--- config.mk ---
export PLATFORM = sky130hd
export DESIGN_NAME = stream_buffer_top
export DESIGN_NICKNAME = d
export VERILOG_FILES = /design/src/hdl/buffer_pkg.sv /design/src/hdl/fifo_core.sv /design/src/hdl/buffer_regs.sv /design/src/hdl/stream_buffer_top.sv
export SDC_FILE = /design/constraint.sdc
export NUM_CORES = 1
export LEC_CHECK = 0
export ABC_AREA = 1
export CORE_MARGIN = 5
export CORE_UTILIZATION = 60
export CTS_CLUSTER_DIAMETER = 100
export DETAILED_ROUTE_END_ITERATION = 8
export DONT_BUFFER_PORTS = 1
export PLACE_DENSITY = 0.82
export SYNTH_ARGS = -nofsm -noshare
export SYNTH_HDL_FRONTEND = slang
export SYNTH_SLANG_ARGS = --single-unit
--- constraint.sdc ---
create_clock -name CLK -period 6 [get_ports CLK]
set_clock_uncertainty 0.05 [all_clocks]
set_input_delay 0.3 -clock CLK [delete_from_list [all_inputs] [get_ports CLK]]
set_output_delay 0.3 -clock CLK [all_outputs]
set_load 0.05 [all_outputs]
--- src/hdl/buffer_pkg.sv ---
`default_nettype none

package buffer_pkg;

  // stream and register data width
  localparam int DATA_W = 8;

  // fifo geometry
  localparam int DEPTH = 32;
  localparam int PTR_W = 5;
  // occupancy runs 0..DEPTH, so one extra bit
  localparam int LEVEL_W = 6;

  localparam int REG_ADDR_W = 3;

  // register map
  typedef enum logic [REG_ADDR_W-1:0] {
    REG_CTRL       = 3'd0,
    REG_FULL_THRE  = 3'd1,
    REG_EMPTY_THRE = 3'd2,
    REG_IDLE_VALUE = 3'd3,
    REG_STATUS     = 3'd4,
    REG_LEVEL      = 3'd5,
    REG_FLAG_CLR   = 3'd6
  } reg_addr_e;

  // values loaded at reset
  localparam logic [LEVEL_W-1:0] FULL_THRE_RST  = 6'd25;
  localparam logic [LEVEL_W-1:0] EMPTY_THRE_RST = 6'd6;
  localparam logic [DATA_W-1:0]  IDLE_VALUE_RST = 8'hFF;

endpackage

`default_nettype wire

--- src/hdl/fifo_core.sv ---
`timescale 1ns/1ps
`default_nettype none

module fifo_core
  import buffer_pkg::*;
(
  input  wire logic               CLK,
  input  wire logic               RESETN,
  input  wire logic [DATA_W-1:0]  din,
  input  wire logic               we,
  input  wire logic               re,
  input  wire logic               flush,
  input  wire logic [LEVEL_W-1:0] full_thre,
  input  wire logic [LEVEL_W-1:0] empty_thre,
  input  wire logic [DATA_W-1:0]  idle_value,
  output logic      [DATA_W-1:0]  dout,
  output logic                    not_empty,
  output logic                    full,
  output logic                    prog_full,
  output logic                    prog_empty,
  output logic      [LEVEL_W-1:0] level,
  output logic                    push_drop,
  output logic                    pop_miss
);

  logic [DATA_W-1:0]  mem [DEPTH];
  logic [PTR_W-1:0]   wr_ptr;
  logic [PTR_W-1:0]   rd_ptr;
  logic [LEVEL_W-1:0] count;

  // read burst arming
  logic re_q;
  logic re_rise;
  logic armed;

  logic push;
  logic pop;

  assign re_rise = re && !re_q;

  assign push = we && !full;
  // pops only once a burst has been armed by an earlier rising edge
  assign pop  = armed && re && not_empty;

  // flags straight from the counter
  assign level      = count;
  assign not_empty  = (count != '0);
  assign full       = (count == LEVEL_W'(DEPTH));
  assign prog_full  = (count >= full_thre);
  assign prog_empty = (count <= empty_thre);

  // back-pressure reporting
  assign push_drop = we && full;
  assign pop_miss  = re && !not_empty && (armed || re_rise);

  // head entry only while armed
  assign dout = armed ? mem[rd_ptr] : idle_value;

  always_ff @(posedge CLK) begin
    if (push) begin
      mem[wr_ptr] <= din;
    end
  end

  always_ff @(posedge CLK) begin
    if (!RESETN) begin
      re_q <= 1'b0;
    end else begin
      re_q <= re;
    end
  end

  // a burst ends when re drops or the buffer runs dry
  always_ff @(posedge CLK) begin
    if (!RESETN || flush || !not_empty || !re) begin
      armed <= 1'b0;
    end else if (re_rise) begin
      armed <= 1'b1;
    end
  end

  // pointers and occupancy
  // flush takes priority over traffic
  always_ff @(posedge CLK) begin
    if (!RESETN || flush) begin
      wr_ptr <= '0;
      rd_ptr <= '0;
      count  <= '0;
    end else begin
      if (push) begin
        wr_ptr <= wr_ptr + 1'b1;
      end
      if (pop) begin
        rd_ptr <= rd_ptr + 1'b1;
      end
      case ({push, pop})
        2'b10:   count <= count + 1'b1;
        2'b01:   count <= count - 1'b1;
        default: count <= count;
      endcase
    end
  end

  // read side stays put across an empty cycle unless flushed
  a_no_pop_empty: assert property (
    @(posedge CLK) disable iff (!RESETN)
    (!not_empty && !flush) |=> (rd_ptr == $past(rd_ptr))
  );

  // write side stays put while full
  a_no_push_full: assert property (
    @(posedge CLK) disable iff (!RESETN)
    (full && !flush) |=> (wr_ptr == $past(wr_ptr))
  );

  a_level_range: assert property (
    @(posedge CLK) disable iff (!RESETN)
    count <= LEVEL_W'(DEPTH)
  );

endmodule

`default_nettype wire

--- src/hdl/buffer_regs.sv ---
`timescale 1ns/1ps
`default_nettype none

module buffer_regs
  import buffer_pkg::*;
(
  input  wire logic               CLK,
  input  wire logic               RESETN,
  input  wire logic               reg_wr,
  input  wire logic               reg_rd,
  input  wire reg_addr_e          reg_addr,
  input  wire logic [DATA_W-1:0]  reg_wdata,
  input  wire logic [LEVEL_W-1:0] level,
  input  wire logic               not_empty,
  input  wire logic               full,
  input  wire logic               prog_full,
  input  wire logic               prog_empty,
  input  wire logic               push_drop,
  input  wire logic               pop_miss,
  output logic      [DATA_W-1:0]  reg_rdata,
  output logic      [LEVEL_W-1:0] full_thre,
  output logic      [LEVEL_W-1:0] empty_thre,
  output logic      [DATA_W-1:0]  idle_value,
  output logic                    flush
);

  // sticky error flags
  logic overflow;
  logic underflow;
  logic clr_overflow;
  logic clr_underflow;

  logic [DATA_W-1:0] status;
  logic [DATA_W-1:0] rd_mux;

  assign clr_overflow  = reg_wr && (reg_addr == REG_FLAG_CLR) && reg_wdata[4];
  assign clr_underflow = reg_wr && (reg_addr == REG_FLAG_CLR) && reg_wdata[5];

  assign status = {2'b00, underflow, overflow, prog_empty, prog_full, full, not_empty};

  // configuration writes and flush pulse
  always_ff @(posedge CLK) begin
    if (!RESETN) begin
      full_thre  <= FULL_THRE_RST;
      empty_thre <= EMPTY_THRE_RST;
      idle_value <= IDLE_VALUE_RST;
      flush      <= 1'b0;
    end else begin
      flush <= 1'b0;
      if (reg_wr) begin
        case (reg_addr)
          REG_CTRL: begin
            flush <= reg_wdata[0];
          end
          REG_FULL_THRE: begin
            full_thre <= reg_wdata[LEVEL_W-1:0];
          end
          REG_EMPTY_THRE: begin
            empty_thre <= reg_wdata[LEVEL_W-1:0];
          end
          REG_IDLE_VALUE: begin
            idle_value <= reg_wdata;
          end
          default: begin
          end
        endcase
      end
    end
  end

  // a new event in the same cycle beats the clear
  always_ff @(posedge CLK) begin
    if (!RESETN) begin
      overflow  <= 1'b0;
      underflow <= 1'b0;
    end else begin
      overflow  <= push_drop || (overflow && !clr_overflow);
      underflow <= pop_miss || (underflow && !clr_underflow);
    end
  end

  // readback select
  always_comb begin
    case (reg_addr)
      REG_FULL_THRE:  rd_mux = DATA_W'(full_thre);
      REG_EMPTY_THRE: rd_mux = DATA_W'(empty_thre);
      REG_IDLE_VALUE: rd_mux = idle_value;
      REG_STATUS:     rd_mux = status;
      REG_LEVEL:      rd_mux = DATA_W'(level);
      default:        rd_mux = '0;
    endcase
  end

  // held until the next read strobe
  always_ff @(posedge CLK) begin
    if (!RESETN) begin
      reg_rdata <= '0;
    end else if (reg_rd) begin
      reg_rdata <= rd_mux;
    end
  end

  a_strobes_exclusive: assert property (
    @(posedge CLK) disable iff (!RESETN)
    !(reg_wr && reg_rd)
  );

  // flush is a single cycle pulse
  a_flush_pulse: assert property (
    @(posedge CLK) disable iff (!RESETN)
    flush |=> !flush
  );

endmodule

`default_nettype wire

--- src/hdl/stream_buffer_top.sv ---
`timescale 1ns/1ps
`default_nettype none

module stream_buffer_top
  import buffer_pkg::*;
(
  input  wire logic              CLK,
  input  wire logic              RESETN,
  input  wire logic [DATA_W-1:0] din,
  input  wire logic              we,
  output logic      [DATA_W-1:0] dout,
  input  wire logic              re,
  output logic                   not_empty,
  output logic                   full,
  output logic                   prog_full,
  output logic                   prog_empty,
  input  wire logic              reg_wr,
  input  wire logic              reg_rd,
  input  wire reg_addr_e         reg_addr,
  input  wire logic [DATA_W-1:0] reg_wdata,
  output logic      [DATA_W-1:0] reg_rdata
);

  // register block to core
  logic [LEVEL_W-1:0] full_thre;
  logic [LEVEL_W-1:0] empty_thre;
  logic [DATA_W-1:0]  idle_value;
  logic               flush;

  // core to register block
  logic [LEVEL_W-1:0] level;
  logic               push_drop;
  logic               pop_miss;

  buffer_regs u_regs (
    .CLK        (CLK),
    .RESETN     (RESETN),
    .reg_wr     (reg_wr),
    .reg_rd     (reg_rd),
    .reg_addr   (reg_addr),
    .reg_wdata  (reg_wdata),
    .level      (level),
    .not_empty  (not_empty),
    .full       (full),
    .prog_full  (prog_full),
    .prog_empty (prog_empty),
    .push_drop  (push_drop),
    .pop_miss   (pop_miss),
    .reg_rdata  (reg_rdata),
    .full_thre  (full_thre),
    .empty_thre (empty_thre),
    .idle_value (idle_value),
    .flush      (flush)
  );

  fifo_core u_fifo (
    .CLK        (CLK),
    .RESETN     (RESETN),
    .din        (din),
    .we         (we),
    .re         (re),
    .flush      (flush),
    .full_thre  (full_thre),
    .empty_thre (empty_thre),
    .idle_value (idle_value),
    .dout       (dout),
    .not_empty  (not_empty),
    .full       (full),
    .prog_full  (prog_full),
    .prog_empty (prog_empty),
    .level      (level),
    .push_drop  (push_drop),
    .pop_miss   (pop_miss)
  );

endmodule

`default_nettype wire

==> results of run 1 <==
==> cell families (layout without fill, tap and decap cells) <==
group | Yosys count | after routing | share of synthesized area
compound gates | 300 | 300 | 0.137
other cells | 0 | 1 | 0
flops | 310 | 310 | 0.674
buf+inv | 137 | 168 | 0.0480
fa+ha+maj | 19 | 19 | 0.0183
simple gates | 364 | 364 | 0.118
xor+xnor | 7 | 7 | 0.00471
==> worst max-delay path by stage <==
stage,endpoint,cells past startpoint
2_1_floorplan,u_fifo.level[2]$_SDFFE_PP0P_,12
3_3_place_gp,dout[2],10
3_5_place_dp,dout[3],8
4_1_cts,dout[3],8
5_1_grt,dout[7],10
6_report,dout[3],8
==> cell usage after synthesis (2+ instances only) <==
| master | number | share of area |
|---|---|---|
| buf_2 | 8 | 0.0031 |
| o211ai_1 | 42 | 0.024 |
| or2_2 | 2 | 0.00096 |
| o21ai_0 | 99 | 0.038 |
| o2111ai_1 | 3 | 0.0020 |
| nor3b_1 | 6 | 0.0035 |
| dfxtp_1 | 54 | 0.083 |
| edfxtp_1 | 256 | 0.59 |
| a211oi_1 | 2 | 0.0012 |
| o22ai_1 | 43 | 0.021 |
| nand3_1 | 48 | 0.018 |
| inv_1 | 65 | 0.019 |
| xnor2_1 | 3 | 0.0020 |
| ha_1 | 19 | 0.018 |
| a21oi_1 | 31 | 0.012 |
| buf_6 | 10 | 0.0087 |
| nor2_1 | 176 | 0.051 |
| o21ai_1 | 51 | 0.020 |
| o221ai_1 | 25 | 0.017 |
| nand2_1 | 109 | 0.031 |
| nor3_1 | 9 | 0.0035 |
| inv_2 | 8 | 0.0023 |
| nand2_4 | 2 | 0.0017 |
| nand4_1 | 2 | 0.00096 |
| buf_4 | 6 | 0.0035 |
| nor2_4 | 2 | 0.0017 |
| clkbuf_1 | 37 | 0.011 |
| nor2_2 | 2 | 0.00096 |
| xor2_1 | 4 | 0.0027 |
==> through the flow <==
step                      hold slack [ps]  power [mW]  std cells
after floorplan                       343        2.70       1137
after global placement                335        2.76       1357
after detailed placement              336        2.78       1357
after CTS                            13.6        4.51       1443
after global routing                 82.4        4.66       1444
final                                29.5        4.53       1444
==> power breakdown <==
group | leakage (nW) | switching [mW] | internal, mW
Clock | 0.437 | 0.782 | 0.948
Combinational | 1.77 | 0.287 | 0.105
Sequential | 2.75 | 0.0459 | 2.36
Total | 4.95 | 1.11 | 3.41
==> per-layer routing <==
layer,GRT usage,wire length [um],vias to the layer above
li1,-,-,4143
met1,0.339,11800,4465
met2,0.444,16100,608
met3,0.0440,3280,95
met4,0.104,1290,0
met5,0,0,-
==> layout make-up <==
class,instances,area (sq um)
flip-flops and latches,310,8770
fillers,1417,6870
multi-input cells,690,3620
clock buffers,43,820
repair buffers,39,433
well taps,275,344
inverters,75,285
clock inverters,11,65.1
diodes,1,2.50
==> registers in the layout (all words and copies together) (netlist names), named ones only <==
name	count
u_regs.reg_rdata	8
u_fifo.rd_ptr	5
u_fifo.level	6
u_fifo.armed	1
u_fifo.wr_ptr	5
u_regs.overflow	1
u_fifo.re_q	1
u_regs.idle_value	8
u_regs.flush	1
u_regs.full_thre	6
u_regs.underflow	1
u_regs.empty_thre	6
u_fifo.mem	256
==> critical path, delay by kind of cell (launching register included) <==
kind / cells / cell delay, ps
buf+inv: 2 / 1140
compound gates: 2 / 430
flops: 1 / 660
simple gates: 4 / 880
==> repair_timing <==
action / 4_1_cts / 5_1_grt
buffers inserted: 0 / 0
hold buffers: 32 / 0
hold endpoints to repair: 290 / 0
setup endpoints to repair: 0 / 0
==> impl_results.md, run 1 <==
- Post-Synthesis Cells: around 1100
- Yosys cell types: 42
- Die X: between 150 and 200 um
- Initial Util: 0.613
- FP Rows: 53
- First-pass GRT wire length: around 50 mm
- Crit. End Element: output port
- R2r startpoint: u_fifo.level[3]$_SDFFE_PP0P_
- Placer Congestion: about 0.94
- Pwr dens: roughly 320 nW/um^2
- Die area: 24700 sq um
- Post-DRT Antenna Nets: 0
- Final setup vio count: 0
- Routed vias/inst: about 6.4
- Port buffer count: 0
- Status: finished clean
- Number of global-route vias before repair: approximately 9000
- Worst r2r path cells: 14
- Final WS setup: between 1500 and 2000 ps
- Worst-path fanout max: between 50 and 60
- Area Overhead vs Synth: 10.2%
- Fmax: ~0.25 GHz
- Global route total overflow: 0
- Hold Path Origin: reg_addr[1]
- Worst-skew pair later-pin latency: 570 ps
- CTS Buf Count: 29
- I/O Pins: 45
- CTS tree: built
- WL per Instance: about 22 um
- Maximum resistive drop on vdd: between 0.2 and 0.3 mV
- Synth Warn #: 0
- Crit-path most repeated cell: nand3_1
- CTS clk-pin slew, worst paths: approximately 60 ps
- Fraction of registers with async set/reset: 0
- Minimum clock period: between 4000 and 5000 ps
- Core Util, Final: 0.676
- CTS resizes: 0
- RSZ-0062 raised after global routing: false
- Worst hold-check path type: input port to flip-flop
- DR pass1 iterations: 8
- Final Max Slew Viols: 0
- Max Cap Violations: 0
- Worst setup path class: flip-flop to output port
- CTS Sinks: 310
- Slew headroom: 0.204
- Flops & latches, synth: a little over 300
- Share of layout cells above drive strength 1: 0.0659
- Initial antenna violation count: 1
- Post-synth EDFFs: around 260
- HPWL after detailed placement: between 15 and 20 mm
- Highest-delay cell along the critical path: dfxtp_4
- Core footprint: between 20000 and 25000 sq um
- R2R Path End: u_fifo.level[4]$_SDFFE_PP0P_
- R2R setup slack: between 3000 and 4000 ps
- Design Area, Final: 14300 sq um
- Leading cell types in the layout, fill and taps excluded: 256 x edfxtp_1, 176 x nor2_1, 109 x nand2_1
- Final WL: between 30 and 40 mm
- Synth Net Count: roughly 1200
- Seq/Total Area, Yosys: 0.674
- WHS Endpoint: u_regs.overflow$_SDFF_PN0_
- Most common cell after layout, fill and taps aside: edfxtp_1
- Worst Tran Pin Value: between 1000 and 1500 ps
- DR DRC count: 0
- Root buf cell: clkbuf_16
- Crit-path cells: clkinv_2 -> buf_4 -> nor2_1 -> o221ai_1 -> o211ai_1 -> nand3_1 -> nand3_1 -> nand2_1
- Setup crit start kind: flip-flop
- Die H: between 150 and 200 um
- Final hold vios: 0
- Crit path arrival time: around 3700 ps
- Largest net degree at the start of global routing: just under 80
- Detailed Route Iter0 Violations: ~1200
- Synthesized area: 13000 sq um
- LEAKAGE: a little under 5 nW
- Final TNS setup: 0 ps
- Worst EP required: 5650 ps
- Slowest stage delay, CP: around 660 ps
- Via count: 9311
- Post-Place Worst Slack: around 2600 ps
- Synth Area per Inst: around 11 sq um
- Hold depth: 3
- Deepest clock path buffer count: 3
- Tot GR Track Use: 0.262
- H-tree depth: 1
- Placed Area: roughly 13000 sq um
- Layout net count: around 1200
- Commonest register cell after synthesis: edfxtp_1
- Period utilization: 0.675
Note: power is estimated with default switching activity, not from simulation.
==> inputs of run 2 (changes only) <==
Clock period 6 ns to 4 ns, I/O delays scaled along.
==> run 2 against run 1 <==
Effect of this change:
- combinational power is 53% higher
- highest routed layer unchanged
- first-iteration DRC count shrank 9.2%
- flip-flop and latch count stayed put
- worst setup slack worse by 1600 ps
- global-route usage down 0.074 points
- clock-buffer cell count shrank 4
- largest cell class unchanged
- via count is 0.93% lower
==> impl_results.md, run 2 (synthesized netlist as in run 1, its figures left out) <==
- Share of layout cells above drive strength 1: 0.0729
- Tot GR Track Use: 0.261
- Post-Place Worst Slack: 1010 ps
- Worst-path fanout max: 56
- H-tree depth: 1
- Global route total overflow: 0
- Area Overhead vs Synth: 11.9%
- Detailed Route Iter0 Violations: 1091
- Initial antenna violation count: 0
- Crit path arrival time: 3380 ps
- Core footprint: ~21000 sq um
- Multi-input logic area: roughly 3600 sq um
- Worst-skew pair later-pin latency: between 500 and 600 ps
- CTS tree: built
- Die X: 157 um
- I/O Pins: 45
- Crit. End Element: output port
- Root buf cell: clkbuf_16
- Final WS setup: approximately 370 ps
- Final setup vio count: 0
- Seq. cell area: about 8800 sq um
- Final Max Slew Viols: 0
- Maximum resistive drop on vdd: 0.400 mV
- Final TNS setup: 0 ps
- Max FFs per register: around 260
- Fillcell total: between 1000 and 1500
- Max Cap Violations: 0
- CTS Buf Count: 30
- First-pass GRT wire length: about 50 mm
- Final WL: ~32 mm
- M2 GR Usage: 0.441
- Port buffer count: 0
- Setup crit start kind: flip-flop
- Largest net degree at the start of global routing: 67
- Number of global-route vias before repair: just over 9000
- Top Registers: u_fifo.mem x256, u_regs.idle_value x8, u_regs.reg_rdata x8
- CTS Sinks: 310
- HPWL after detailed placement: around 19 mm
- Via count: about 9200
- Layout net count: between 1000 and 1500
- Status: finished clean
- Most common cell after layout, fill and taps aside: edfxtp_1
- Post-DRT Antenna Nets: 0
- FP Rows: 53
- # diodes: 0
- Worst Tran Pin Value: around 1300 ps
- DR DRC count: 0
- GR Layer Usage met3: 0.0555
- Worst setup path class: flip-flop to output port
- Period utilization: 0.908
- Most flops, register: u_fifo.mem
- Deepest clock path buffer count: 3
- Placer Congestion: 0.945
- Gr busiest metal: met2
- Worst hold-check path type: input port to flip-flop
- Minimum clock period: about 3600 ps
- RSZ-0062 raised after global routing: false
- Fmax: approximately 0.28 GHz
- Worst EP required: between 3000 and 4000 ps
- Initial Util: 0.613
- DR pass1 iterations: 5
- Pwr dens: 482 nW/um^2
- Die H: about 160 um
- Slew headroom: 0.146
- Die area: 24700 sq um
- Final hold vios: 0
- Routed vias/inst: ~6.3
- Leading cell types in the layout, fill and taps excluded: 256 x edfxtp_1, 176 x nor2_1, 109 x nand2_1
- CTS resizes: 0
- Setup bufs post-CTS: 0
- Met1 Resource Use GR: 0.336
- CTS clk-pin slew, worst paths: around 60 ps
- WL per Instance: between 20 and 25 um
- LEAKAGE: a little over 5 nW
==> run 2: per-layer routing <==
| layer | routed length [um] | up-vias |
|---|---|---|
| li1 | - | 4163 |
| met1 | 11900 | 4397 |
| met2 | 15800 | 575 |
| met3 | 3150 | 89 |
| met4 | 1230 | 0 |
| met5 | 0 | - |
==> run 2: layout make-up <==
cell class | instances | share of cell area
sequential | 310 | 0.603
multi-input combinational | 690 | 0.249
clock buffer | 39 | 0.0567
timing repair buffer | 50 | 0.0385
tap | 275 | 0.0236
inverter | 75 | 0.0196
clock inverter | 15 | 0.0101
==> run 2: per-stage QoR <==
stage	std cells	power (mW)	hold WS (ps)	area, sq um	utilization
floorplan	1137	4.06	243	13000	-
global placement	1360	4.15	234	13100	0.619
detailed placement	1360	4.17	236	13100	0.619
CTS	1454	7.00	21.6	14600	0.686
global route	1454	7.23	77.2	14600	0.686
finish	1454	7.02	37.8	14600	0.686
==> run 2: path summary, 6_finish.rpt <==
check                           cells past startpoint  slack [ps]                    startpoint                                to
worst max-delay path                                8         370                     flip-flop                           dout[3]
worst min-delay path                                3          40                        reg_wr  u_regs.full_thre[5]$_SDFFE_PN0P_
worst max register to register                     14        1260  u_fifo.level[3]$_SDFFE_PP0P_      u_fifo.level[4]$_SDFFE_PP0P_
worst min register to register                      2         440   u_regs.underflow$_SDFF_PN0_       u_regs.underflow$_SDFF_PN0_
==> run 2: timing repair <==
action | CTS | global route
hold endpoints to repair | 296 | 0
endpoints found under the setup margin | 0 | 0
hold buffers | 40 | 0
==> run 2: critical path, stage by stage (launching register included) <==
cell	delay [ps]
dfxtp_4	470
clkinv_2	640
buf_4	440
o21ai_1	140
o22ai_1	120
o211ai_1	370
nand3_1	120
nand3_1	150
nand2_1	350
==> run 2: power by group <==
part           switching (mW)  leakage, nW  internal [mW]  total [mW]
clock                    1.18        0.486           1.64        2.81
sequential             0.0637         2.75           3.54        3.61
combinational           0.437         1.82          0.163       0.600
==> inputs of run 3 (changes only) <==
Settings changed: MAX_ROUTING_LAYER set to met4.
==> run 3 against run 2 <==
Effect of this change:
- global-route usage rose by 0.13 points
- core utilization fell by 0.46 points
- non-clock buffer count fell by 4
- power fell by 2.0%
- flip-flop and latch count did not move
- critical path type unchanged
- critical endpoint is now dout[4]
- largest cell class unchanged
==> impl_results.md, run 3 (synthesized netlist as in run 1, its figures left out) <==
- Worst-skew pair later-pin latency: 550 ps
- Most common cell after layout, fill and taps aside: edfxtp_1
- RSZ-0062 raised after global routing: false
- Die H: 157 um
- Die X: approximately 160 um
- Design Area, Final: about 14000 sq um
- Crit path depth: 8
- Final Max Slew Viols: 0
- FP Rows: between 50 and 60
- Maximum resistive drop on vdd: 0.583 mV
- Worst EP required: about 3800 ps
- CTS tree: built
- Slowest stage delay, CP: 590 ps
- Share of layout cells above drive strength 1: 0.0706
- Highest-delay cell along the critical path: dfxtp_4
- Fmax: ~0.27 GHz
- Number of global-route vias before repair: 8815
- DR DRC count: 0
- Final setup vio count: 0
- CTS Sinks: 310
- Top Registers: u_fifo.mem x256, u_regs.idle_value x8, u_regs.reg_rdata x8
- Final hold vios: 0
- Worst r2r path cells: 6
- Max Cap Violations: 0
- Post-DRT Antenna Nets: 0
- Multi-input logic area: ~3600 sq um
- CTS Buf Count: 29
- First-pass GRT wire length: about 49 mm
- Largest net degree at the start of global routing: 67
- Crit-path most repeated cell: nand3_1
- I/O Pins: 45
- CTS resizes: 0
- H-tree depth: 1
- # diodes: 0
- Global route total overflow: 0
- CTS clk-pin slew, worst paths: roughly 60 ps
- Worst Tran Pin Value: 1160 ps
- Placer Congestion: roughly 0.94
- Via count: 9115
- Core footprint: ~21000 sq um
- Initial Util: 0.613
- Layout net count: roughly 1200
- Final TNS setup: 0 ps
- Area Overhead vs Synth: 11.1%
- DR pass1 iterations: 5
- Slew headroom: 0.227
- Max FFs per register: 256
- Detailed Route Iter0 Violations: roughly 1100
- Placed Area: approximately 13000 sq um
- Worst setup path class: flip-flop to output port
- Period utilization: 0.913
- Initial antenna violation count: 0
- Pwr dens: roughly 480 nW/um^2
- Die area: 24700 sq um
- Minimum clock period: roughly 3700 ps
- Port buffer count: 0
- R2R setup slack: 1260 ps
- Crit-path cells: clkinv_2 -> buf_4 -> o21ai_0 -> o221ai_1 -> o211ai_1 -> nand3_1 -> nand3_1 -> nand2_1
- Deepest clock path buffer count: 3
- HPWL after detailed placement: ~19 mm
- Routed vias/inst: around 6.3
- Hold Path Origin: reg_addr[1]
- Leading cell types in the layout, fill and taps excluded: 256 x edfxtp_1, 176 x nor2_1, 109 x nand2_1
- Seq. cell area: roughly 8800 sq um
- WL per Instance: between 20 and 25 um
- Most flops, register: u_fifo.mem
- Setup crit start kind: flip-flop
- Final WL: 31.4 mm
- Crit. End Element: output port
- Status: finished clean
- Worst path bufs/invs: 2
- Crit path max-delay family: buffers and inverters
- Tot GR Track Use: 0.262
- Hold depth: 5
- Worst-path fanout max: 40
- Worst hold-check path type: input port to flip-flop
- Fillcell total: 1431
- Crit path arrival time: around 3400 ps
- Root buf cell: clkbuf_16
- R2r startpoint: u_fifo.level[3]$_SDFFE_PP0P_
- LEAKAGE: between 5 and 6 nW
==> run 3: cell count changes in the layout (fill, tap and decap cells not counted), sizes merged <==
cell / previous run / this run
buf: 16 / 15
bufinv: 3 / 2
clkbuf: 39 / 37
clkinv: 14 / 13
clkinvlp: 0 / 2
dlygate4sd3: 34 / 31
inv: 73 / 75
==> run 3: timing repair <==
action	4_1_cts	5_1_grt
hold endpoints to repair	295	0
setup buffers	0	0
hold buffers	36	0
==> run 3: per-stage QoR <==
stage          hold WS, ps  instances  total power, mW  worst slack (ps)   util
2_1_floorplan          243       1137             4.06              1600      -
3_3_place_gp           232       1360             4.15              1100  0.619
3_5_place_dp           242       1360             4.16               971  0.619
4_1_cts               15.7       1450             6.87               405  0.682
5_1_grt               27.0       1450             7.09               220  0.682
6_report              30.5       1450             6.87               350  0.682
==> run 3: metal layers <==
metal	part of all wire	vias up	global-route usage
met3	0.095	70	0.0437
met4	0.029	0	0.0741
met5	0	-	-
met1	0.39	4349	0.342
li1	-	4149	-
met2	0.49	547	0.431
==> run 3: worst paths after layout <==
path	endpoint
min	u_regs.reg_rdata[3]$_SDFFE_PN0P_
max reg2reg	u_fifo.mem[20][2]$_DFFE_PP_
max	dout[4]
min reg2reg	u_regs.idle_value[3]$_SDFFE_PN1P_
==> run 3: layout make-up <==
| class | count | area share |
|---|---|---|
| inverter | 75 | 0.0197 |
| clock buffer | 37 | 0.0536 |
| sequential | 310 | 0.607 |
| timing repair buffer | 46 | 0.0353 |
| multi-input combinational | 690 | 0.251 |
| clock inverter | 17 | 0.0103 |
| tap | 275 | 0.0238 |
==> run 3: worst register-to-register path, stage by stage (launching register included) <==
cell and delay (ps):
dfxtp_1 560, nor2_2 90, nand3_1 210, nand2_4 150, inv_2 130, nand2_1 260
nor2_1 910
==> run 3: power breakdown <==
part	total (mW)	internal [mW]	leakage (nW)	switching, mW
Clock	2.68	1.51	0.448	1.18
Sequential	3.61	3.54	2.75	0.0654
Combinational	0.585	0.160	1.81	0.425
